[src/cnn_config.svh]
`ifndef CNN_CONFIG_SVH
`define CNN_CONFIG_SVH

// SRAM geometry
`define CNN_ADDR_W       12
`define CNN_DATA_W       16

// Pixel, kernel and accumulator widths
`define CNN_PIX_W        8
`define CNN_ACC_W        20
`define CNN_DIM_W        8

// Size word that ends a run
`define CNN_END_MARK     16'hffff

// Nine kernel bytes packed two per word
`define CNN_KERNEL_WORDS 5

// Clamp ceiling
`define CNN_RELU_MAX     127

`endif

[src/cnn_pkg.sv]
`include "cnn_config.svh"

package cnn_pkg;

	typedef logic        [`CNN_ADDR_W-1:0] addr_t;
	typedef logic        [`CNN_DATA_W-1:0] word_t;
	typedef logic signed [`CNN_PIX_W-1:0]  pix_t;
	typedef logic signed [`CNN_ACC_W-1:0]  acc_t;
	typedef logic        [`CNN_DIM_W-1:0]  dim_t;

	// Input read sequencer
	typedef enum logic [2:0] {
		IDLE,
		READ_SIZE,
		CHECK_SIZE,
		READ_WIN,
		WAIT_SET,
		DONE
	} fetch_state_t;

	// Window buffer and multiply sequencer
	typedef enum logic [1:0] {
		EMPTY,
		FILL,
		MULT
	} conv_state_t;

endpackage

[src/cnn_top.sv]
`timescale 1ns/1ps

module cnn_top import cnn_pkg::*; (
	input  logic  clk,
	input  logic  reset_b,
	input  logic  dut_run,
	output logic  dut_busy,
	output addr_t input_sram_read_address,
	input  word_t input_sram_read_data,
	output addr_t weights_sram_read_address,
	input  word_t weights_sram_read_data,
	output logic  output_sram_write_enable,
	output addr_t output_sram_write_address,
	output word_t output_sram_write_data
);

	logic win_valid;
	logic win_start;
	logic matrix_last;
	logic conv_idle;
	logic set_done;
	logic conv_valid;
	logic conv_last;
	logic out_done;
	acc_t sum0;
	acc_t sum1;
	acc_t sum2;
	acc_t sum3;

	window_fetch u_window_fetch (
		.clk                     (clk),
		.reset_b                 (reset_b),
		.dut_run                 (dut_run),
		.dut_busy                (dut_busy),
		.input_sram_read_address (input_sram_read_address),
		.input_sram_read_data    (input_sram_read_data),
		.conv_idle               (conv_idle),
		.set_done                (set_done),
		.out_done                (out_done),
		.win_valid               (win_valid),
		.win_start               (win_start),
		.matrix_last             (matrix_last)
	);

	conv_engine u_conv_engine (
		.clk                       (clk),
		.reset_b                   (reset_b),
		.input_sram_read_data      (input_sram_read_data),
		.win_valid                 (win_valid),
		.win_start                 (win_start),
		.matrix_last               (matrix_last),
		.weights_sram_read_address (weights_sram_read_address),
		.weights_sram_read_data    (weights_sram_read_data),
		.conv_idle                 (conv_idle),
		.set_done                  (set_done),
		.conv_valid                (conv_valid),
		.conv_last                 (conv_last),
		.sum0                      (sum0),
		.sum1                      (sum1),
		.sum2                      (sum2),
		.sum3                      (sum3)
	);

	pool_relu_writer u_pool_relu_writer (
		.clk                        (clk),
		.reset_b                    (reset_b),
		.dut_busy                   (dut_busy),
		.conv_valid                 (conv_valid),
		.conv_last                  (conv_last),
		.sum0                       (sum0),
		.sum1                       (sum1),
		.sum2                       (sum2),
		.sum3                       (sum3),
		.output_sram_write_enable   (output_sram_write_enable),
		.output_sram_write_address  (output_sram_write_address),
		.output_sram_write_data     (output_sram_write_data),
		.out_done                   (out_done)
	);

endmodule

[src/conv_engine.sv]
`timescale 1ns/1ps
`include "cnn_config.svh"

module conv_engine import cnn_pkg::*; (
	input  logic  clk,
	input  logic  reset_b,
	input  word_t input_sram_read_data,
	input  logic  win_valid,
	input  logic  win_start,
	input  logic  matrix_last,
	output addr_t weights_sram_read_address,
	input  word_t weights_sram_read_data,
	output logic  conv_idle,
	output logic  set_done,
	output logic  conv_valid,
	output logic  conv_last,
	output acc_t  sum0,
	output acc_t  sum1,
	output acc_t  sum2,
	output acc_t  sum3
);

	// Index of k8
	localparam int LAST_TAP = 2 * `CNN_KERNEL_WORDS - 2;

	conv_state_t state;
	conv_state_t state_nxt;
	logic [3:0]  step;
	logic        data_valid;
	logic        data_first;
	logic        win_last;
	logic        push;
	logic        mult;
	logic        row_end;
	pix_t        kern;
	pix_t        win_buf [0:15];
	pix_t        tap [0:3];
	acc_t        acc [0:3];

	assign conv_idle = (state == EMPTY);
	assign mult      = (state == MULT);
	assign push      = data_valid && !mult;
	assign set_done  = mult && (step == 4'(LAST_TAP));
	assign row_end   = (step == 4'd2) || (step == 4'd5);

	// ----------------------------------------------------------------------
	// Kernel word is fetched one step ahead to cover the SRAM latency
	assign weights_sram_read_address = mult ? addr_t'((step + 4'd1) >> 1) : '0;
	assign kern = step[0] ? pix_t'(weights_sram_read_data[15:8])
		: pix_t'(weights_sram_read_data[7:0]);

	// Taps for the four convolution positions of the pool block
	assign tap[0] = win_buf[0];
	assign tap[1] = win_buf[1];
	assign tap[2] = win_buf[4];
	assign tap[3] = win_buf[5];

	assign sum0 = acc[0];
	assign sum1 = acc[1];
	assign sum2 = acc[2];
	assign sum3 = acc[3];

	// ----------------------------------------------------------------------
	always_comb begin
		state_nxt = state;
		case (state)
			EMPTY: begin
				if (data_first) state_nxt = FILL;
			end
			FILL: begin
				if (push && (step == 4'd7)) state_nxt = MULT;
			end
			MULT: begin
				if (set_done) state_nxt = EMPTY;
			end
			default: begin
				state_nxt = EMPTY;
			end
		endcase
	end

	always_ff @(posedge clk) begin
		if (!reset_b) begin
			state      <= EMPTY;
			step       <= '0;
			data_valid <= 1'b0;
			data_first <= 1'b0;
			win_last   <= 1'b0;
			conv_valid <= 1'b0;
			conv_last  <= 1'b0;
		end else begin
			state      <= state_nxt;
			data_valid <= win_valid;
			data_first <= win_start;
			conv_valid <= set_done;
			conv_last  <= set_done && win_last;
			if (win_start) win_last <= matrix_last;
			// First word lands in EMPTY, so fill counts from one
			if (state != state_nxt) begin
				step <= (state == EMPTY) ? 4'd1 : 4'd0;
			end else if (push || mult) begin
				step <= step + 4'd1;
			end
		end
	end

	// Row-major window with the oldest pair at index 0
	always_ff @(posedge clk) begin
		if (push || (mult && row_end)) begin
			for (int i = 0; i < 14; i++) begin
				win_buf[i] <= win_buf[i + 2];
			end
			if (push) begin
				win_buf[14] <= pix_t'(input_sram_read_data[7:0]);
				win_buf[15] <= pix_t'(input_sram_read_data[15:8]);
			end
		end else if (mult) begin
			for (int i = 0; i < 15; i++) begin
				win_buf[i] <= win_buf[i + 1];
			end
		end
	end

	always_ff @(posedge clk) begin
		for (int j = 0; j < 4; j++) begin
			if (conv_idle) begin
				acc[j] <= '0;
			end else if (mult) begin
				acc[j] <= acc[j] + tap[j] * kern;
			end
		end
	end

endmodule

[src/pool_relu_writer.sv]
`timescale 1ns/1ps
`include "cnn_config.svh"

module pool_relu_writer import cnn_pkg::*; (
	input  logic  clk,
	input  logic  reset_b,
	input  logic  dut_busy,
	input  logic  conv_valid,
	input  logic  conv_last,
	input  acc_t  sum0,
	input  acc_t  sum1,
	input  acc_t  sum2,
	input  acc_t  sum3,
	output logic  output_sram_write_enable,
	output addr_t output_sram_write_address,
	output word_t output_sram_write_data,
	output logic  out_done
);

	localparam logic [`CNN_PIX_W-1:0] RELU_CEIL = `CNN_RELU_MAX;

	acc_t                  max_a;
	acc_t                  max_b;
	acc_t                  max_all;
	logic [`CNN_PIX_W-1:0] relu;
	logic [`CNN_PIX_W-1:0] relu_r;
	logic [`CNN_PIX_W-1:0] first_byte;
	logic                  res_valid;
	logic                  res_last;
	logic                  have_first;

	// 2x2 max pool
	assign max_a   = (sum0 > sum1) ? sum0 : sum1;
	assign max_b   = (sum2 > sum3) ? sum2 : sum3;
	assign max_all = (max_a > max_b) ? max_a : max_b;

	always_comb begin
		if (max_all < 0) begin
			relu = '0;
		end else if (max_all > `CNN_RELU_MAX) begin
			relu = RELU_CEIL;
		end else begin
			relu = max_all[`CNN_PIX_W-1:0];
		end
	end

	always_ff @(posedge clk) begin
		if (conv_valid) relu_r <= relu;
		if (res_valid && !have_first) first_byte <= relu_r;
	end

	// ----------------------------------------------------------------------
	// First result of a pair goes in the high byte
	always_ff @(posedge clk) begin
		if (!reset_b) begin
			res_valid                  <= 1'b0;
			res_last                   <= 1'b0;
			have_first                 <= 1'b0;
			output_sram_write_enable   <= 1'b0;
			output_sram_write_address  <= '0;
			output_sram_write_data     <= '0;
			out_done                   <= 1'b0;
		end else begin
			res_valid                <= conv_valid;
			res_last                 <= conv_last;
			output_sram_write_enable <= 1'b0;
			out_done                 <= 1'b0;
			if (res_valid) begin
				if (have_first) begin
					output_sram_write_enable <= 1'b1;
					output_sram_write_data   <= {first_byte, relu_r};
					have_first               <= 1'b0;
				end else if (res_last) begin
					// Odd count pads the low byte
					output_sram_write_enable <= 1'b1;
					output_sram_write_data   <= {relu_r, {`CNN_PIX_W{1'b0}}};
				end else begin
					have_first <= 1'b1;
				end
				out_done <= res_last;
			end
			if (!dut_busy) begin
				output_sram_write_address <= '0;
			end else if (output_sram_write_enable) begin
				output_sram_write_address <= output_sram_write_address + addr_t'(1);
			end
		end
	end

endmodule

[src/window_fetch.sv]
`timescale 1ns/1ps
`include "cnn_config.svh"

module window_fetch import cnn_pkg::*; (
	input  logic  clk,
	input  logic  reset_b,
	input  logic  dut_run,
	output logic  dut_busy,
	output addr_t input_sram_read_address,
	input  word_t input_sram_read_data,
	input  logic  conv_idle,
	input  logic  set_done,
	input  logic  out_done,
	output logic  win_valid,
	output logic  win_start,
	output logic  matrix_last
);

	fetch_state_t state;
	fetch_state_t state_nxt;
	addr_t        base;
	addr_t        win_base;
	addr_t        rd_addr;
	dim_t         n_size;
	dim_t         last_pos;
	dim_t         row;
	dim_t         col;
	logic [2:0]   rd_cnt;
	logic [1:0]   pend;
	logic         last_win;
	logic         win_end;
	logic         matrix_issued;
	logic         drained;

	assign last_pos      = n_size - dim_t'(4);
	assign last_win      = (row == last_pos) && (col == last_pos);
	assign win_end       = (state == READ_WIN) && (rd_cnt == 3'd7);
	assign matrix_issued = win_end && last_win;

	// Matrices whose last write is still to come
	assign drained = (pend == 2'd0) || ((pend == 2'd1) && out_done);

	assign dut_busy    = (state != IDLE);
	assign win_valid   = (state == READ_WIN);
	assign win_start   = win_valid && (rd_cnt == 3'd0);
	assign matrix_last = win_valid && last_win;

	// ----------------------------------------------------------------------
	// Each window reads two words from each of four rows
	assign win_base = base + addr_t'(1)
		+ ((addr_t'(row) * addr_t'(n_size) + addr_t'(col)) >> 1);
	assign rd_addr  = win_base + addr_t'(rd_cnt[2:1]) * addr_t'(n_size >> 1)
		+ addr_t'(rd_cnt[0]);

	// Size word is read at the base and held there while waiting
	assign input_sram_read_address = win_valid ? rd_addr : base;

	// ----------------------------------------------------------------------
	always_comb begin
		state_nxt = state;
		case (state)
			IDLE: begin
				if (dut_run) state_nxt = READ_SIZE;
			end
			READ_SIZE: begin
				state_nxt = CHECK_SIZE;
			end
			CHECK_SIZE: begin
				if (input_sram_read_data == `CNN_END_MARK) begin
					state_nxt = drained ? IDLE : DONE;
				end else if (conv_idle) begin
					state_nxt = READ_WIN;
				end
			end
			READ_WIN: begin
				if (rd_cnt == 3'd7) state_nxt = last_win ? READ_SIZE : WAIT_SET;
			end
			WAIT_SET: begin
				if (set_done) state_nxt = READ_WIN;
			end
			DONE: begin
				if (drained) state_nxt = IDLE;
			end
			default: begin
				state_nxt = IDLE;
			end
		endcase
	end

	always_ff @(posedge clk) begin
		if (!reset_b) begin
			state  <= IDLE;
			base   <= '0;
			row    <= '0;
			col    <= '0;
			rd_cnt <= '0;
			pend   <= '0;
		end else begin
			state <= state_nxt;
			if (state == IDLE) begin
				base   <= '0;
				row    <= '0;
				col    <= '0;
				rd_cnt <= '0;
				pend   <= '0;
			end else begin
				pend <= pend + {1'b0, matrix_issued} - {1'b0, out_done};
				if (win_valid) rd_cnt <= rd_cnt + 3'd1;
				// Pool blocks step by two in raster order
				if (win_end) begin
					if (col == last_pos) begin
						col <= '0;
						if (row == last_pos) begin
							row  <= '0;
							base <= base + ((addr_t'(n_size) * addr_t'(n_size)) >> 1)
								+ addr_t'(1);
						end else begin
							row <= row + dim_t'(2);
						end
					end else begin
						col <= col + dim_t'(2);
					end
				end
			end
		end
	end

	// N sits in the low byte of the size word
	always_ff @(posedge clk) begin
		if (state == CHECK_SIZE) n_size <= input_sram_read_data[`CNN_DIM_W-1:0];
	end

endmodule

[config.mk]
export PLATFORM = sky130hd
export DESIGN_NAME = cnn_top
export DESIGN_NICKNAME = d
export VERILOG_FILES = /design/src/cnn_pkg.sv /design/src/cnn_top.sv /design/src/conv_engine.sv /design/src/pool_relu_writer.sv /design/src/window_fetch.sv
export VERILOG_INCLUDE_DIRS = /design/src /design/src/src
export SDC_FILE = /design/constraint.sdc
export NUM_CORES = 2
export LEC_CHECK = 0
export BUFFER_PORTS_ARGS = -buffer_cell sky130_fd_sc_hd__buf_2
export CAP_MARGIN = 30
export CELL_PAD_IN_SITES_DETAIL_PLACEMENT = 0
export CELL_PAD_IN_SITES_GLOBAL_PLACEMENT = 1
export CORE_UTILIZATION = 56
export CTS_CLUSTER_SIZE = 28
export DETAILED_ROUTE_END_ITERATION = 8
export PLACE_DENSITY_LB_ADDON = 0.1
export SYNTH_ARGS = -nofsm -noshare
export SYNTH_HDL_FRONTEND = slang
export SYNTH_HIERARCHICAL = 1
export SYNTH_SLANG_ARGS = --single-unit
[constraint.sdc]
create_clock -name clk -period 17.38 [get_ports clk]
set_clock_uncertainty 0.15 [all_clocks]
set_input_delay 0 -clock clk [delete_from_list [all_inputs] [get_ports clk]]
set_output_delay 0 -clock clk [all_outputs]
set_load 0.05 [all_outputs]
==> summary.txt <==
Global route
  • Largest net degree at the start of global routing: 65
  • GRT overflow: 0
  • GRT Resource Usage Total: 27.2%
  • Initial antenna violation count: 3
  • Vias in the first global route: 24100
  • First-pass GRT wire length: between 100 and 150 mm

Timing
  • Final hold violations: 0
  • RSZ-0062 raised after global routing: no
  • Worst Tran Pin Value: 983 ps
  • # setup viols final: 0
  • Worst slew margin: between 30% and 40%
  • Tmin final: slightly above 7000 ps
  • Period utilisation layout: 41.1%
  • Setup TNS: 0 ps
  • Fmax: 140 MHz
  • Max-slew violations: 0

Yosys
  • Post-synthesis cell type count: 84
  • Warnings from Yosys: 6
  • Synth area leader: fa_1
  • Post-synth EDFFs: approximately 230
  • Top cells by area, synth: fa_1, edfxtp_1, ha_1
  • Asr flop ratio synth: 0%
  • Post-synthesis sequential area ratio: between 20% and 30%
  • Top_reg_cell synth: edfxtp_1
  • Post-Syn Area: roughly 34000 um2
  • Cells after Synth: between 3000 and 4000
  • Seq cells post-synth: 310
  • Syn avg cell area: 10.3 um2
  • Yosys top cell area share: between 20% and 30%

Floorplan
  • Die W: 248 um
  • Die Span Y: between 200 and 250 um
  • FP Rows: between 80 and 90
  • Die ar.: slightly above 60000 um2
  • Core Area: a little under 60000 um2
  • Initial Util: a little under three fifths
  • Num ports: 89

Pwr
  • PD cells: 198 nW/um2
  • Part of the power in the clock network: around 11%
  • Power share of the combinational group: 75.6%
  • Sw frac: a little under 50%
  • NetSw: between 3 and 4 mW
  • Leak pwr: between 15 and 20 nW
  • Sequential share of power: 13.2%
  • Int Power: roughly 3.7 mW
  • Max VDD drop: between 0.3 and 0.4 mV

Job
  • Max Cap Viol: 0

Placed design
  • Gp weighted congestion: between 0.9 and 1
  • Post-DP Area: approximately 35000 um2
  • PortBufs: 80
  • Dpl hpwl: a little over 60 mm

Worst setup path
  • Crit path required time: about 17000 ps
  • Critical path cell sequence: nand2_1 > fa_1 > inv_1 > fa_1 > inv_1 > fa_1 > fa_1 > inv_1 > ha_1 > inv_1 > o21bai_1 > a21o_1 > a21oi_1 > xnor2_1 > fa_1 > ha_1 > a21o_1 > a31oi_1 > or4_1 > o211ai_1 > xor2_1 > buf_2
  • CP endpoint kind: output pin
  • Largest stage delay, worst path: about 880 ps
  • CP Max Fanout: 20
  • Cell with the most instances on the worst path: fa_1
  • Critical-path top delay cell: edfxtp_1
  • Critical path class: register to output pin
  • Critical path data arrival time: about 7000 ps
  • Crit start category: register

Clocking
  • CTS Buf Count: 39
  • Htree depth: 2
  • Clk_lat worst skew: ~580 ps
  • CTS Root Cell: clkbuf_16
  • CTS Hold Bufs: 25
  • Clk buf depth: 3
  • Clock slew at reported path FFs: around 50 ps
  • Post-CTS setup buffers: 0
  • TritonCTS Sinks: 310
  • CTS tree: yes
  • Post-cts resize count: 0

Detailed routing
  • Iter 0 DRT Violations: about 1200
  • DRC viols: 0
  • Routed WL: roughly 80 mm
  • Wire per inst: slightly below 20 um
  • Remaining antenna violation count: 0
  • Vias per cell: approximately 5.6
  • DR vias: 23200
  • 1st-pass router iterations: 7

Layout
  • Multi-input gate area: about 23000 um2
  • Filler cell count: slightly above 5000
  • Layout area overhead: 7.56%
  • Commonest non-fill, non-tap cells in the layout: inv_1, fa_1, ha_1
  • Share of layout cells above drive strength 1: 10.0%
  • Register area: between 8000 and 9000 um2
  • Final #Nets: approximately 4100
  • Commonest non-fill, non-tap cell in the layout: inv_1
  • Post-route cell area: 36500 um2

Min path
  • Hold Path Class: input pin to register

Outcome
  • Result of the run: finished, final reports clean
final timing paths:
kind                                                 startpoint                                       endpoint  slack, ps  depth (start not counted)
hold reg to reg   u_pool_relu_writer/output_sram_write_data[12]  u_pool_relu_writer/output_sram_write_data[12]        310                          2
setup reg to reg                          u_conv_engine/step[0]                       u_conv_engine/acc[3][15]      10400                         17
setup / recovery                       u_window_fetch/n_size[1]                    input_sram_read_address[11]      10240                         22
hold / removal                          input_sram_read_data[2]                       u_window_fetch/n_size[2]         30                          2
cell type report:
cell class | count | share of cell area (%)
Antenna cell | 3 | 0.0206
Inverter | 548 | 5.64
Sequential cell | 310 | 23.4
Multi-Input combinational cell | 2314 | 62.6
Timing Repair Buffer | 120 | 2.18
Clock buffer | 47 | 2.84
Tap cell | 773 | 2.65
Clock inverter | 25 | 0.672
per-stage QoR:
| stage | hold WS, ps | worst slack (ps) | power [mW] | util (%) | std cells |
|---|---|---|---|---|---|
| floorplan | -51.1 | 10870 | 5.19 | - | 3294 |
| global placement | 41.0 | 10540 | 6.22 | 58.7 | 4037 |
| detailed placement | 47.9 | 10420 | 6.36 | 58.7 | 4039 |
| CTS | 11.0 | 10190 | 7.25 | 61.3 | 4136 |
| global route | 39.0 | 9870 | 8.01 | 61.4 | 4137 |
| finish | 35.0 | 10240 | 7.23 | 61.4 | 4140 |
logic make-up after synthesis:
family / count (synthesis) / synth area share, %
xor+xnor: 149 / 3.97
simple gates: 857 / 12.8
fa+ha+maj: 754 / 37.4
buf+inv: 670 / 7.79
mux: 174 / 6.00
other cells: 4 / 0.0442
flops: 310 / 25.1
compound gates: 363 / 6.86
power by group through the flow:
stage          Clock [mW]  Sequential [mW]  Combinational [mW]
6_report            0.806            0.956                5.46
4_1_cts             0.825            0.954                5.47
3_3_place_gp            0            0.969                5.25
2_1_floorplan           0            0.913                4.28
3_5_place_dp            0            0.969                5.39
5_1_grt             0.856            0.962                6.19
per-layer routing:
metal	vias to the layer above	GRT usage, %	part of all wire (%)
li1	10800	-	-
met1	11700	36.8	44
met2	542	46.0	49
met3	96	3.37	4.9
met4	0	7.34	2.4
met5	-	0	0
state kept, by name (all words and copies together) (netlist names), 2 cells and up:
name	count
u_window_fetch/state	3
u_window_fetch/col	7
u_window_fetch/rd_cnt	3
u_conv_engine/win_buf	128
u_window_fetch/row	7
u_window_fetch/n_size	8
u_pool_relu_writer/relu_r	8
u_pool_relu_writer/output_sram_write_address	12
u_conv_engine/step	4
u_pool_relu_writer/first_byte	8
u_pool_relu_writer/output_sram_write_data	16
u_window_fetch/base	12
u_conv_engine/acc	80
u_window_fetch/pend	2
u_conv_engine/state	2
Yosys cell counts (all sizes together) (13+ instances only):
master	n
inv	548
fa	432
ha	322
nand2	244
edfxtp	232
and2	212
nor2	177
mux2	135
a21oi	105
o21ai	105
xnor2	93
dfxtp	78
clkbuf	65
buf	57
xor2	53
mux2i	39
nand4	34
nand3	32
nor3	30
a21o	28
nand2b	21
o21a	19
a211oi	18
and3	18
nor4	16
or2	15
a31oi	13
nor2b	13
critical path, delay by kind of cell (launching register included):
family,cells,cell delay [ps]
xor+xnor,2,360
fa+ha+maj,7,3120
buf+inv,5,510
compound gates,6,860
flops,1,880
simple gates,2,670
Power figures use the tool's default switching activity.
